[config.mk]
export PLATFORM = sky130hd
export DESIGN_NAME = iso14443a_rx
export DESIGN_NICKNAME = d
export VERILOG_FILES = /design/src/logic/iso14443a_pkg.sv /design/src/logic/frame_rx_if.sv /design/src/logic/sequence_decode.sv /design/src/logic/frame_decode.sv /design/src/logic/crc_a_check.sv /design/src/logic/iso14443a_rx.sv
export SDC_FILE = /design/constraint.sdc
export NUM_CORES = 1
export LEC_CHECK = 0
export BUFFER_PORTS_ARGS = -buffer_cell sky130_fd_sc_hd__buf_2
export CELL_PAD_IN_SITES_DETAIL_PLACEMENT = 1
export CELL_PAD_IN_SITES_GLOBAL_PLACEMENT = 1
export CORE_UTILIZATION = 45
export DETAILED_ROUTE_END_ITERATION = 16
export PLACE_DENSITY_LB_ADDON = 0.1
export SETUP_SLACK_MARGIN = 0.3
export SYNTH_ARGS = -nofsm -noshare
export SYNTH_HDL_FRONTEND = slang
export SYNTH_SLANG_ARGS = --single-unit
[constraint.sdc]
create_clock -name clk -period 2.6 [get_ports clk]
set_input_delay 0.78 -clock clk [delete_from_list [all_inputs] [get_ports clk]]
set_output_delay 0.78 -clock clk [all_outputs]
set_load 0.02 [all_outputs]
[src/logic/iso14443a_pkg.sv]
// shared definitions for the ISO 14443-A receive path
// modified Miller sequence type, CRC_A constants, CRC_A byte update
`default_nettype none

package iso14443a_pkg;

    // classification of one bit period on the reader to card link
    typedef enum logic [1:0] {
        SEQ_X,
        SEQ_Y,
        SEQ_Z,
        SEQ_ERROR
    } pcd_bit_seq;

    // CRC_A preset, no final inversion
    localparam logic [15:0] CRC_A_INIT = 16'h6363;

    // x^16 + x^12 + x^5 + 1, bit reversed for lsb first shifting
    localparam logic [15:0] CRC_A_POLY_REFLECTED = 16'h8408;

    // fold one byte into a running CRC_A, lsb first
    function automatic logic [15:0] crc_a_byte(
        input logic [15:0] crc,
        input logic [7:0]  data
    );
        logic [15:0] c;
        c = crc ^ {8'h00, data};
        for (int i = 0; i < 8; i++) begin
            if (c[0]) begin
                c = (c >> 1) ^ CRC_A_POLY_REFLECTED;
            end else begin
                c = c >> 1;
            end
        end
        return c;
    endfunction

endpackage

`default_nettype wire

[src/logic/frame_rx_if.sv]
// frame decoder output bundle
// source modport for the decoder, sink modport for consumers
`timescale 1ns/1ps
`default_nettype none

interface frame_rx_if;

    // start of communication, one cycle
    logic       soc;
    // end of communication, one cycle
    logic       eoc;
    // received byte, bit 0 is the first bit on air
    logic [7:0] data;
    // valid bits in data, 0 means a full byte
    logic [2:0] data_bits;
    // data and data_bits are valid this cycle
    logic       data_valid;
    // bad Miller sequence or empty frame
    logic       sequence_error;
    // odd parity mismatch or missing parity bit
    logic       parity_error;
    // value of the most recent bit, parity included
    logic       last_bit;

    modport source (
        output soc,
        output eoc,
        output data,
        output data_bits,
        output data_valid,
        output sequence_error,
        output parity_error,
        output last_bit
    );

    modport sink (
        input soc,
        input eoc,
        input data,
        input data_bits,
        input data_valid,
        input sequence_error,
        input parity_error,
        input last_bit
    );

endinterface

`default_nettype wire

[src/logic/sequence_decode.sv]
// modified Miller sequence decoder
// synchronises pause_n, tracks bit periods, classifies each as X, Y, Z or error
`timescale 1ns/1ps
`default_nettype none

module sequence_decode
    import iso14443a_pkg::*;
#(
    parameter int BIT_TICKS = 16
) (
    input  logic       clk,
    input  logic       rst_n,
    input  logic       pause_n,
    output pcd_bit_seq seq,
    output logic       seq_valid
);

    localparam int TW  = $clog2(BIT_TICKS);
    localparam int QTR = BIT_TICKS / 4;

    // quarter boundaries inside one period
    localparam logic [TW-1:0] Q1_END    = TW'(QTR);
    localparam logic [TW-1:0] Q2_END    = TW'(2 * QTR);
    localparam logic [TW-1:0] Q3_END    = TW'(3 * QTR);
    localparam logic [TW-1:0] LAST_TICK = TW'(BIT_TICKS - 1);

    // period must split into four equal quarters
    if (BIT_TICKS % 4 != 0 || BIT_TICKS < 4) begin : g_bad_ticks
        $error("BIT_TICKS must be a non-zero multiple of 4");
    end

    logic [1:0]    pause_sync;
    logic          pause_prev;
    logic          pause_fall;
    logic          active;
    logic [TW-1:0] tick;
    pcd_bit_seq    period_seq;
    pcd_bit_seq    period_seq_next;
    logic          y_seen;

    // two flop synchroniser, line idles high
    always_ff @(posedge clk or negedge rst_n) begin
        if (!rst_n) begin
            pause_sync <= 2'b11;
            pause_prev <= 1'b1;
        end else begin
            pause_sync <= {pause_sync[0], pause_n};
            pause_prev <= pause_sync[1];
        end
    end

    // start of a pause
    assign pause_fall = pause_prev & ~pause_sync[1];

    // where did the pause land in this period
    // period_seq stays Y until an edge is seen
    always_comb begin
        period_seq_next = period_seq;
        if (pause_fall) begin
            if (period_seq != SEQ_Y) begin
                // second pause in one period
                period_seq_next = SEQ_ERROR;
            end else if (tick < Q1_END) begin
                period_seq_next = SEQ_Z;
            end else if (tick >= Q2_END && tick < Q3_END) begin
                period_seq_next = SEQ_X;
            end else begin
                period_seq_next = SEQ_ERROR;
            end
        end
    end

    always_ff @(posedge clk or negedge rst_n) begin
        if (!rst_n) begin
            active     <= 1'b0;
            tick       <= '0;
            period_seq <= SEQ_Y;
            y_seen     <= 1'b0;
            seq_valid  <= 1'b0;
        end else begin
            seq_valid <= 1'b0;
            if (!active) begin
                // first edge while idle is tick 0 of a Z period
                if (pause_fall) begin
                    active     <= 1'b1;
                    tick       <= TW'(1);
                    period_seq <= period_seq_next;
                end
            end else if (tick == LAST_TICK) begin
                // end of period, report it next cycle
                seq_valid  <= 1'b1;
                tick       <= '0;
                period_seq <= SEQ_Y;
                if (period_seq_next == SEQ_Y) begin
                    // two Y in a row means the line went quiet
                    y_seen <= ~y_seen;
                    if (y_seen) begin
                        active <= 1'b0;
                    end
                end else begin
                    y_seen <= 1'b0;
                end
            end else begin
                tick       <= tick + TW'(1);
                period_seq <= period_seq_next;
            end
        end
    end

    // sequence value, only meaningful with seq_valid
    always_ff @(posedge clk) begin
        if (active && tick == LAST_TICK) begin
            seq <= period_seq_next;
        end
    end

endmodule

`default_nettype wire

[src/logic/frame_decode.sv]
// frame decoder
// Miller sequences to SOC, EOC, data bytes, partial bytes and error strobes
`timescale 1ns/1ps
`default_nettype none

module frame_decode
    import iso14443a_pkg::*;
(
    input  logic       clk,
    input  logic       rst_n,
    input  pcd_bit_seq seq,
    input  logic       seq_valid,
    frame_rx_if.source rx
);

    logic       idle;
    // one period of delay, EOC is a 0 followed by Y
    pcd_bit_seq last_seq;
    logic       next_bit;
    // any bit seen since SOC
    logic       data_received;
    // eight data bits in, parity bit comes next
    logic       parity_due;
    logic       expected_parity;
    // hold off data until EOC
    logic       error_seen;
    logic [7:0] byte_q;
    logic [2:0] bit_cnt;

    // X carries a 1, Y and Z carry a 0
    assign next_bit = (last_seq == SEQ_X);

    // byte and its bit count go out as they stand
    assign rx.data      = byte_q;
    assign rx.data_bits = bit_cnt;

    always_ff @(posedge clk or negedge rst_n) begin
        if (!rst_n) begin
            rx.soc            <= 1'b0;
            rx.eoc            <= 1'b0;
            rx.data_valid     <= 1'b0;
            rx.sequence_error <= 1'b0;
            rx.parity_error   <= 1'b0;
            rx.last_bit       <= 1'b0;
            idle              <= 1'b1;
            last_seq          <= SEQ_Y;
            data_received     <= 1'b0;
            parity_due        <= 1'b0;
            expected_parity   <= 1'b1;
            error_seen        <= 1'b0;
            bit_cnt           <= '0;
        end else begin
            // strobes last one cycle
            rx.soc            <= 1'b0;
            rx.eoc            <= 1'b0;
            rx.data_valid     <= 1'b0;
            rx.sequence_error <= 1'b0;
            rx.parity_error   <= 1'b0;

            if (seq_valid) begin
                last_seq <= seq;

                if (idle) begin
                    // Y while idle is just the tail of the last frame
                    if (last_seq == SEQ_Z) begin
                        rx.soc          <= 1'b1;
                        idle            <= 1'b0;
                        data_received   <= 1'b0;
                        parity_due      <= 1'b0;
                        expected_parity <= 1'b1;
                        error_seen      <= 1'b0;
                        bit_cnt         <= '0;
                    end
                end else if (seq == SEQ_Y &&
                             (last_seq == SEQ_Y || last_seq == SEQ_Z)) begin
                    // logic 0 then Y, end of communication
                    rx.eoc <= 1'b1;
                    idle   <= 1'b1;
                    // full byte without its parity bit
                    if (parity_due) begin
                        rx.parity_error <= 1'b1;
                    end
                    // SOC straight into EOC
                    if (!data_received) begin
                        rx.sequence_error <= 1'b1;
                    end
                    // short last byte goes out with its bit count
                    if (!parity_due && data_received && !error_seen) begin
                        rx.data_valid <= (bit_cnt != 3'd0);
                    end
                end else if (!error_seen) begin
                    data_received <= 1'b1;
                    rx.last_bit   <= next_bit;

                    if (last_seq == SEQ_ERROR) begin
                        rx.sequence_error <= 1'b1;
                        error_seen        <= 1'b1;
                        // no parity complaint at EOC after this
                        parity_due        <= 1'b0;
                    end else if (parity_due) begin
                        parity_due <= 1'b0;
                        if (next_bit == expected_parity) begin
                            // byte accepted, bit_cnt wraps to 0 for full byte
                            rx.data_valid   <= 1'b1;
                            expected_parity <= 1'b1;
                        end else begin
                            rx.parity_error <= 1'b1;
                            error_seen      <= 1'b1;
                        end
                    end else begin
                        // odd parity, each 1 flips the expected bit
                        if (next_bit) begin
                            expected_parity <= ~expected_parity;
                        end
                        if (bit_cnt == 3'd7) begin
                            parity_due <= 1'b1;
                        end
                        bit_cnt <= bit_cnt + 3'd1;
                    end
                end
            end
        end
    end

    // byte assembly, first bit clears the stale upper bits
    always_ff @(posedge clk) begin
        if (seq_valid && !idle && !error_seen && !parity_due &&
            last_seq != SEQ_ERROR &&
            !(seq == SEQ_Y && (last_seq == SEQ_Y || last_seq == SEQ_Z))) begin
            if (bit_cnt == 3'd0) begin
                byte_q <= {7'd0, next_bit};
            end else begin
                byte_q[bit_cnt] <= next_bit;
            end
        end
    end

endmodule

`default_nettype wire

[src/logic/crc_a_check.sv]
// CRC_A checker
// accumulates over full bytes, reports frame_done and crc_ok after EOC
`timescale 1ns/1ps
`default_nettype none

module crc_a_check
    import iso14443a_pkg::*;
(
    input  logic     clk,
    input  logic     rst_n,
    frame_rx_if.sink rx,
    output logic     frame_done,
    output logic     crc_ok
);

    logic [15:0] crc;
    // saturates at 3, one data byte plus two CRC bytes minimum
    logic [1:0]  byte_cnt;
    // partial byte or error strobe earlier in the frame
    logic        frame_bad;
    logic        partial_now;
    logic        error_now;

    // EOC can carry a short byte or an error strobe in the same cycle
    assign partial_now = rx.data_valid && (rx.data_bits != 3'd0);
    assign error_now   = rx.sequence_error || rx.parity_error;

    always_ff @(posedge clk or negedge rst_n) begin
        if (!rst_n) begin
            crc        <= CRC_A_INIT;
            byte_cnt   <= '0;
            frame_bad  <= 1'b0;
            frame_done <= 1'b0;
            crc_ok     <= 1'b0;
        end else begin
            frame_done <= rx.eoc;
            // residue is zero once the appended CRC is folded in
            crc_ok     <= rx.eoc && (crc == 16'h0000) && (byte_cnt == 2'd3) &&
                          !frame_bad && !partial_now && !error_now;

            if (rx.soc) begin
                crc       <= CRC_A_INIT;
                byte_cnt  <= '0;
                frame_bad <= 1'b0;
            end else begin
                if (rx.data_valid && rx.data_bits == 3'd0) begin
                    crc <= crc_a_byte(crc, rx.data);
                    if (byte_cnt != 2'd3) begin
                        byte_cnt <= byte_cnt + 2'd1;
                    end
                end
                if (partial_now || error_now) begin
                    frame_bad <= 1'b1;
                end
            end
        end
    end

endmodule

`default_nettype wire

[src/logic/iso14443a_rx.sv]
// ISO 14443-A reader to card receive path, top level
// sequence decoder, frame decoder and CRC_A checker wired to plain ports
`timescale 1ns/1ps
`default_nettype none

module iso14443a_rx
    import iso14443a_pkg::*;
#(
    parameter int BIT_TICKS = 16
) (
    input  logic       clk,
    input  logic       rst_n,
    // low during a reader pause
    input  logic       pause_n,
    output logic       soc,
    output logic [7:0] rx_data,
    output logic [2:0] rx_bits,
    output logic       rx_valid,
    output logic       sequence_error,
    output logic       parity_error,
    output logic       last_bit,
    output logic       frame_done,
    output logic       crc_ok
);

    pcd_bit_seq seq;
    logic       seq_valid;

    frame_rx_if rx_if ();

    // pause waveform to one sequence per bit period
    sequence_decode #(
        .BIT_TICKS (BIT_TICKS)
    ) u_sequence_decode (
        .clk       (clk),
        .rst_n     (rst_n),
        .pause_n   (pause_n),
        .seq       (seq),
        .seq_valid (seq_valid)
    );

    frame_decode u_frame_decode (
        .clk       (clk),
        .rst_n     (rst_n),
        .seq       (seq),
        .seq_valid (seq_valid),
        .rx        (rx_if.source)
    );

    crc_a_check u_crc_a_check (
        .clk        (clk),
        .rst_n      (rst_n),
        .rx         (rx_if.sink),
        .frame_done (frame_done),
        .crc_ok     (crc_ok)
    );

    // frame decoder outputs straight to the pins
    assign soc            = rx_if.soc;
    assign rx_data        = rx_if.data;
    assign rx_bits        = rx_if.data_bits;
    assign rx_valid       = rx_if.data_valid;
    assign sequence_error = rx_if.sequence_error;
    assign parity_error   = rx_if.parity_error;
    assign last_bit       = rx_if.last_bit;

endmodule

`default_nettype wire

Word-level counts from Yosys, hierarchy flattened
Index checks and enable logic that the tools add are counted.
{"block": "op_classes", "n_mux": 109, "n_eq_ne": 18, "div": 0, "mul": 0, "n_shift": 0, "n_reduce_logical": 44, "add_sub_neg": 3, "magnitude_cmp": 5, "bitwise": 16}
{"op": "16-bit two-way mux", "count": 24}
{"op": "1-bit two-way mux", "count": 64}
{"op": "2-bit NOT with 3-bit output", "count": 8}
{"op": "2-bit two-way mux", "count": 10}
{"op": "1-bit logical AND", "count": 18}
{"op": "3-bit two-way mux", "count": 6}
{"op": "16-bit zero test", "count": 1}
{"op": "16-bit by 8-bit bitwise XOR with 16-bit output", "count": 1}
{"op": "4-bit two-way mux", "count": 3}
{"op": "2-bit by 1-bit inequality test with 1-bit output (second input constant)", "count": 5}
{"op": "8-bit bitwise mux", "count": 1}
{"op": "4-bit AND reduction", "count": 2}
{"op": "2-bit nonzero test", "count": 4}
{"op": "1-bit zero test", "count": 7}
{"op": "7-bit AND reduction", "count": 1}
{"op": "2-bit by 1-bit == test with 1-bit output (second input constant)", "count": 3}
{"op": "2-bit == test (second input constant)", "count": 3}
{"op": "2-bit inequality test (second input constant)", "count": 3}
{"op": "1-bit NOT", "count": 6}
{"op": "6-bit AND reduction", "count": 1}
{"op": "3-bit nonzero test", "count": 2}
{"op": "4-bit by 1-bit adder with 4-bit output (second input constant)", "count": 1}
{"op": "4-bit == test (second input constant)", "count": 1}
{"op": "4-bit greater-or-equal comparator (second input constant)", "count": 1}
{"op": "other kinds (16)", "count": 19}
{"block": "word_totals", "latch_bits": 0, "mem_bits_ro": 0, "ramBits": 0, "input_bits": 3, "regBits": 59, "word_cells": 223, "output_inout_bits": 18, "mem_count": 0}

Depth between registers and ports, before layout
Gate-level depths: netlist of the first run.
{"block": "depth", "word_depth": 33, "mapped_depth": 7, "ltp_nobuf": 7}

By module
Synthesis of the first run repeated with hierarchy kept, for this count alone.
{"block": "unflattened", "hier_cells": 274, "hier_area_um2": 3091.7}
{"module": "frame_decode", "instances": 1, "cells_each": 125, "area_each_um2": 1277.5, "seq_area_each_um2": 644.4}
{"module": "crc_a_check", "instances": 1, "cells_each": 103, "area_each_um2": 1249.9, "seq_area_each_um2": 535.5}
{"module": "sequence_decode", "instances": 1, "cells_each": 46, "area_each_um2": 564.3, "seq_area_each_um2": 365.4}

Worst setup path before layout of the first run
Ideal clock, no wire load.
{"block": "synth_path", "kind": "flip-flop to flip-flop", "from": "register u_frame_decode.last_seq[0]", "to": "register u_frame_decode.byte_q[0] (netlist: u_frame_decode.rx.data[0]) (enable)", "setup_slack_ns": 0.669, "stages_incl_launch_ff": 7, "period_less_slack_ns": 1.931, "setup_ns": 0.305, "t_arrival_ns": 1.626, "required_ns": 2.295, "path_buffers": 0, "path_cell_list": "dfstp_2 -> inv_1 -> ha_1 -> nand3b_2 -> nand3b_4 -> or3_4 -> nor3_2"}
{"block": "synth_via", "elab_chain_len": 5, "elab_cells_between_ends": 8, "classes_between": "eq/ne: 3; reduce/logical: 5"}
{"element": "from (decl)", "line": "frame_decode.sv:18", "source": "pcd_bit_seq last_seq;"}
{"element": "from (signal assigned)", "line": "frame_decode.sv:61", "source": "last_seq <= seq;"}
{"element": "2-bit by 1-bit == test with 1-bit output or 2-bit == test (tied branches)", "line": "frame_decode.sv:129", "source": "!(seq == SEQ_Y && (last_seq == SEQ_Y || last_seq == SEQ_Z))) begin"}
{"element": "1-bit logical OR", "line": "frame_decode.sv:129"}
{"element": "1-bit logical AND", "line": "frame_decode.sv:129"}
{"element": "1-bit zero test", "line": "frame_decode.sv:129"}
{"element": "1-bit logical AND *", "line": "frame_decode.sv:128", "source": "last_seq != SEQ_ERROR &&"}
{"element": "to (signal assigned)", "line": "frame_decode.sv:131", "source": "byte_q <= {7'd0, next_bit};"}
{"element": "to (signal, indexed assignment)", "line": "frame_decode.sv:133", "source": "byte_q[bit_cnt] <= next_bit;"}
{"element": "to (decl)", "line": "frame_decode.sv:27", "source": "logic [7:0] byte_q;"}
Mark *: on every way between the ends. The rest lies on a longest branch, timed or not.
A chain may end at the register's enable or synchronous reset.

Worst setup path in the final report of the first run
{"block": "layout_path", "from": "register u_frame_decode.bit_cnt[2] (netlist: u_frame_decode.rx.data_bits[2])", "to": "output port rx_bits[2]"}
{"element": "from (decl)", "line": "frame_decode.sv:28", "source": "logic [2:0] bit_cnt;"}
{"element": "from (signal assigned)", "line": "frame_decode.sv:118", "source": "bit_cnt <= bit_cnt + 3'd1;"}
{"element": "to (decl)", "line": "iso14443a_rx.sv:17", "source": "output logic [2:0] rx_bits,"}
No word-level cell between the ends.

==> flow_metrics.tcl, run 1 <==
set metrics [dict create \
    outcome "complete, no violations" \
    period_share_pct 80.4 \
    regArea_um2 1550 \
    htree_levels 3 \
    synthTopCellsByArea "dfrtp_1 28%, dfstp_2 13%, edfxtp_1 10%" \
    hold_viol_final 0 \
    ys_seq_area_share_pct 51.6 \
    syn-num-nets 283 \
    power_density_nw_per_um2 956 \
    synth_most_common_cell "dfrtp_1" \
    multi_input_area_um2 1370 \
    clockBufferDepth 2 \
    p_seq_share_pct 43.3 \
    power.share.clock_pct 24.9 \
    synth_ff_type "dfrtp_1" \
    synth_top_cell_by_area "dfrtp_1" \
    crit_type "flip-flop to output port" \
    coreArea_um2 6390 \
    drc 0 \
    synth_top_area_share_pct 28.4 \
    track_usage_pct 19.8 \
    via_per_inst 5.44 \
    num_antenna_cells 0 \
    cpMaxStageDelayCell "dfrtp_1" \
    place_ws_ns 0.541 \
    cp_num_buf_inv 1 \
    max_cap_viol_count 0 \
    fin_ws_ns 0.511 \
    endpoint_kind "output port" \
    place_congestion 0.744 \
    swShare_pct 34.2 \
    fmax_mhz 479 \
    worstPathRequired_ns 1.82 \
    drt-total-wl_mm 6.27 \
    finClkSkew_ns 0.0108 \
    synthTopCellsByCount "34 x dfrtp_1, 25 x nor2_1, 21 x nand2_1" \
    num_vias 2056 \
    post_cts_buffers 0 \
    grt_start_max_net_pins 50 \
    avgSynthCellArea_um2 11.0 \
    die_h_um 83.6 \
    synth_edf_count 10 \
    die_w_um 83.6 \
    setup_viol 0 \
    power_leakage_nw 1.49 \
    dr.pass1.iters 4 \
    portBuffers 20 \
    slew_headroom_pct 58.0 \
    hp-class "flip-flop to flip-flop" \
    drv_slew 0 \
    antenna_found_initial 0 \
    drive_gt1_share_pct 23.9 \
    intPower_mw 2.12 \
    synthCells 272 \
    area_growth_pct 12.2 \
    power_frac_comb_pct 31.8 \
    drt-initial-drc-count 68 \
    yosysUniqueCellTypes 60 \
    tritoncts "yes" \
    rows 29 \
    grt_pass1_vias 2169 \
    worst_path_largest_cell_delay_ns 0.70 \
    die_area_um2 6990 \
    cts-root-buf "clkbuf_8" \
    cts_resized 0 \
    start_kind "flip-flop" \
    grt_setup_unrepaired "false" \
    syn-cell-area_um2 3000 \
    wire_per_inst_um 16.6 \
    hold_ws_ns 0.357 \
    holdBufCountCts 0 \
    fillers 700 \
    path_delay_family "flip-flops" \
    cp_cell_sequence "buf_2" \
    path_clk_slew_ns 0.07 \
    hpwl_mm 4.44 \
    grt_pass1_wl_mm 10.7 \
    io_pins 21 \
    fin_crit_ns 2.09 \
    grt_overflow_total 0 \
    nets 307 \
    clock_latency_ns 0.34 \
    crit_fanout 17 \
    ys_seq_elements 59 \
    cts_buffers 9 \
    cts_sinks 59 \
    power_mw 3.21 \
    irDropWorstVdd_mv 0.552 \
    drtAntennaViolNets 0 \
    cp.arrival_ns 1.31 \
    setup_tns_ns 0 \
    start_util_pct 46.9 \
    ys_warn_count 0 \
    utilization_pct 52.6 \
    power.switching_mw 1.10 \
    worstMarginPinSlew_ns 0.630 \
    synthArstFlopShare_pct 83.1 \
]
-- logic make-up after synthesis --
logic type	after synthesis	synth area share, %
AOI/OAI and AO/OA	58	12.9
DFF	59	51.6
muxes	7	2.46
xor gates and xnor gates	26	9.61
buffers and inverters	21	2.72
and+or+nand+nor	93	17.4
adders and majority gates	8	3.34
-- state kept, by name (all words and copies together), names as in the netlist, 2 cells and up --
name,flops
u_frame_decode.last_seq,2
u_sequence_decode.seq,2
u_frame_decode.rx.data_bits,3
u_crc_a_check.byte_cnt,2
u_sequence_decode.period_seq,2
u_sequence_decode.pause_sync,2
u_crc_a_check.crc,16
u_frame_decode.rx.data,8
u_sequence_decode.tick,4
-- cell usage in the layout, fill, tap and decap left out, drive strengths merged, types with 10 or more instances in the layout --
cell type	Yosys	final
a21oi	14	14
buf	2	23
clkbuf	8	12
dfrtp	34	34
dfstp	15	15
edfxtp	10	10
inv	11	11
nand2	21	21
nor2	26	26
o21ai	17	17
xnor2	16	16
xor2	10	10
-- worst paths after layout --
| path | from | end | slack [ns] | cells past startpoint |
|---|---|---|---|---|
| hold reg to reg | u_sequence_decode.pause_sync[0]$_DFF_PN1_ | u_sequence_decode.pause_sync[1]$_DFF_PN1_ | 0.36 | 0 |
| setup reg to reg | u_frame_decode.last_seq[0]$_DFFE_PN1P_ | u_frame_decode.rx.data[1]$_SDFFCE_PP0P_ | 0.56 | 6 |
| max in group asynchronous | rst_n | u_frame_decode.rx.sequence_error$_DFF_PN0_ | 1.62 | 2 |
| min in group asynchronous | rst_n | u_frame_decode.last_seq[1]$_DFFE_PN0P_ | 0.54 | 2 |
| setup / recovery | u_frame_decode.rx.data_bits[2]$_DFFE_PN0P_ | rx_bits[2] | 0.51 | 1 |
| hold / removal | u_sequence_decode.pause_sync[0]$_DFF_PN1_ | u_sequence_decode.pause_sync[1]$_DFF_PN1_ | 0.36 | 0 |
-- area by class of cell --
class / count / share of cell area, %
inverter: 11 / 1.23
tap: 77 / 2.87
multi-input combinational: 192 / 40.7
clock buffer: 12 / 4.32
clock inverter: 4 / 1.23
timing repair buffer: 23 / 3.65
sequential: 59 / 46.0
-- power groups by stage --
stage / Combinational, mW / Clock, mW / Sequential (mW)
2_1_floorplan: 0.794 / 0 / 1.38
3_3_place_gp: 1.01 / 0 / 1.40
3_5_place_dp: 1.03 / 0 / 1.41
4_1_cts: 1.03 / 0.827 / 1.39
5_1_grt: 1.14 / 0.874 / 1.43
6_report: 1.02 / 0.800 / 1.39
-- routing by layer --
metal  global-route usage [%]  part of all wire, %  vias up
met5                        0                    0        -
met4                     8.78                  1.7        0
met3                     4.75                  2.6       11
met2                     30.9                   48       19
met1                     26.4                   48     1024
li1                         -                    -     1002
-- per-stage QoR --
| step | instance area [µm²] | instances |
|---|---|---|
| after floorplan | 3000 | 272 |
| after global placement | 3170 | 362 |
| after detailed placement | 3170 | 362 |
| after CTS | 3360 | 378 |
| after global routing | 3360 | 378 |
| final | 3360 | 378 |
No activity file was read; power rests on OpenSTA's default activity.
==> run 2, diff against run 1 <==
Clock period 2.6 ns to 2.03 ns, I/O delays scaled along.
==> run 2 against run 1 <==
- clock-buffer cell count increased by 2
- via count increased by 6.9%
- sequential share of layout area decreased by 2.7 points
- critical endpoint is now u_frame_decode.rx.data[0]$_DFFE_PP_
- largest cell class unchanged
==> flow_metrics.tcl, run 2 (synthesis gave the netlist of run 1 again) <==
set metrics [dict create \
    outcome "complete, no violations" \
    worstRegToRegCells 6 \
    cpMaxStageDelayCell "dfstp_2" \
    antenna_found_initial 0 \
    power.share.clock_pct 22.0 \
    timing.rr.start "u_frame_decode.last_seq[0]$_DFFE_PN1P_" \
    power_frac_comb_pct 37.2 \
    rrSetupSlack_ns 0.23 \
    place_ws_ns 0.148 \
    grt_pass1_vias 2410 \
    fmax_mhz 556 \
    max_cap_viol_count 0 \
    nets 324 \
    regArea_um2 1550 \
    hpwl_mm 4.63 \
    num_antenna_cells 0 \
    path_clk_slew_ns 0.07 \
    power_leakage_nw 1.58 \
    setup_viol 0 \
    dr.pass1.iters 4 \
    final_cell_mix "34 x dfrtp_1, 25 x nor2_1, 21 x nand2_1, 20 x buf_2, 17 x buf_4" \
    hp-class "primary input to async pin" \
    grt_overflow_total 0 \
    die_h_um 83.6 \
    regMostFlops "u_crc_a_check.crc" \
    cp_cell_sequence "inv_2, ha_4, nand3b_4, nand3b_4, or3_4, nor3_4" \
    drive_gt1_share_pct 31.1 \
    grt_start_max_net_pins 50 \
    cts-root-buf "clkbuf_8" \
    tritoncts "yes" \
    cp.arrival_ns 1.84 \
    via_per_inst 5.56 \
    p_seq_share_pct 40.9 \
    drv_slew 0 \
    start_util_pct 46.9 \
    place_congestion 0.729 \
    cts_sinks 59 \
    clockBufferDepth 2 \
    worstMarginPinSlew_ns 0.538 \
    num_vias 2198 \
    grt_setup_unrepaired "true" \
    crit_fanout 4 \
    drt-total-wl_mm 6.92 \
    portBuffers 20 \
    endpoint_kind "flip-flop" \
    fin_crit_ns 1.80 \
    htree_levels 3 \
    cts_buffers 9 \
    die_w_um 83.6 \
    worst_path_largest_cell_delay_ns 0.54 \
    rows 29 \
    wire_per_inst_um 17.5 \
    hold_viol_final 0 \
    track_usage_pct 22.3 \
    finClkSkew_ns 0.00549 \
    setup_tns_ns 0 \
    crit_type "flip-flop to flip-flop" \
    swShare_pct 35.5 \
    regToRegEndpoint "u_frame_decode.rx.data[0]$_DFFE_PP_" \
    cp_common_cell "nand3b_4" \
    io_pins 21 \
    start_kind "flip-flop" \
    power_mw 4.32 \
    area_growth_pct 19.3 \
    intPower_mw 2.79 \
    drtAntennaViolNets 0 \
    power_density_nw_per_um2 1210 \
    fin_ws_ns 0.232 \
    power.switching_mw 1.54 \
    fillers 684 \
    clock_latency_ns 0.33 \
    worstPathRequired_ns 2.07 \
    slew_headroom_pct 64.0 \
    hold_ws_ns 0.264 \
    die_area_um2 6990 \
    drc 0 \
    irDropWorstVdd_mv 0.639 \
    mostFrequentLayoutCell "dfrtp_1" \
    multi_input_area_um2 1440 \
    drt-initial-drc-count 65 \
    period_share_pct 88.6 \
    coreArea_um2 6390 \
    largest_register_ffs 16 \
    holdBufCountCts 0 \
    grt_pass1_wl_mm 12.1 \
]
## run 2: cell count changes in the layout (fill, tap and decap cells not counted), sizes merged
cell	delta
buf	+16
clkbuf	+2
inv	+1
clkinv	-1
bufinv	-1
## run 2: through the flow
stage          instances  utilization (%)  cell area (µm²)
3_3_place_gp         366             50.7             3240
5_1_grt              395             55.9             3570
3_5_place_dp         366             50.7             3240
2_1_floorplan        272                -             3020
6_report             395             55.9             3570
4_1_cts              392             54.9             3510
## run 2: metal layers
metal  vias to the layer above  share of wire [%]  GRT usage (%)
li1                       1043                  -              -
met1                      1116                 46           28.7
met2                        28                 50           37.4
met3                        11                2.4           3.56
met4                         0                2.0           9.40
met5                         -                  0              0
## run 2: worst max path at each step
stage / start / end / slack, ns / cells after the start
2_1_floorplan: u_frame_decode.last_seq[0]$_DFFE_PN1P_ / u_frame_decode.rx.data[0]$_DFFE_PP_ / 0.24 / 6
6_report: u_frame_decode.last_seq[0]$_DFFE_PN1P_ / u_frame_decode.rx.data[0]$_DFFE_PP_ / 0.23 / 6
3_3_place_gp: u_frame_decode.last_seq[0]$_DFFE_PN1P_ / u_frame_decode.rx.data[6]$_SDFFCE_PP0P_ / 0.19 / 6
5_1_grt: u_frame_decode.last_seq[0]$_DFFE_PN1P_ / u_frame_decode.rx.data[0]$_DFFE_PP_ / 0.19 / 6
4_1_cts: u_frame_decode.last_seq[0]$_DFFE_PN1P_ / u_frame_decode.rx.data[0]$_DFFE_PP_ / 0.23 / 6
3_5_place_dp: u_frame_decode.last_seq[0]$_DFFE_PN1P_ / u_frame_decode.rx.data[6]$_SDFFCE_PP0P_ / 0.15 / 6
## run 2: layout make-up
type                       count  area share, %
sequential                    59           43.3
clock inverter                 2          0.280
timing repair inverter         1          0.175
tap                           77           2.70
clock buffer                  14           4.55
multi-input combinational    192           40.3
inverter                      11           1.37
timing repair buffer          39           7.36
## run 2: what timing repair did
item,CTS,global route
pin swaps,1,1
endpoints found under the hold margin,0,0
endpoints found under the setup margin,16,26
buffers inserted,9,3
resized for setup,4,10
gates cloned,1,0
## run 2: critical path, delay by kind of cell, from the launching register on
| family | cells | cell delay [ns] |
|---|---|---|
| buf+inv | 1 | 0.05 |
| flops | 1 | 0.54 |
| fa+ha+maj | 1 | 0.22 |
| simple gates | 4 | 0.71 |
## run 2: power by group through the flow
stage	logic [mW]	registers [mW]	clock network, mW
CTS	1.55	1.77	0.972
floorplan	1.05	1.77	0
detailed placement	1.47	1.78	0
finish	1.61	1.77	0.949
global placement	1.43	1.77	0
global route	1.78	1.80	1.04
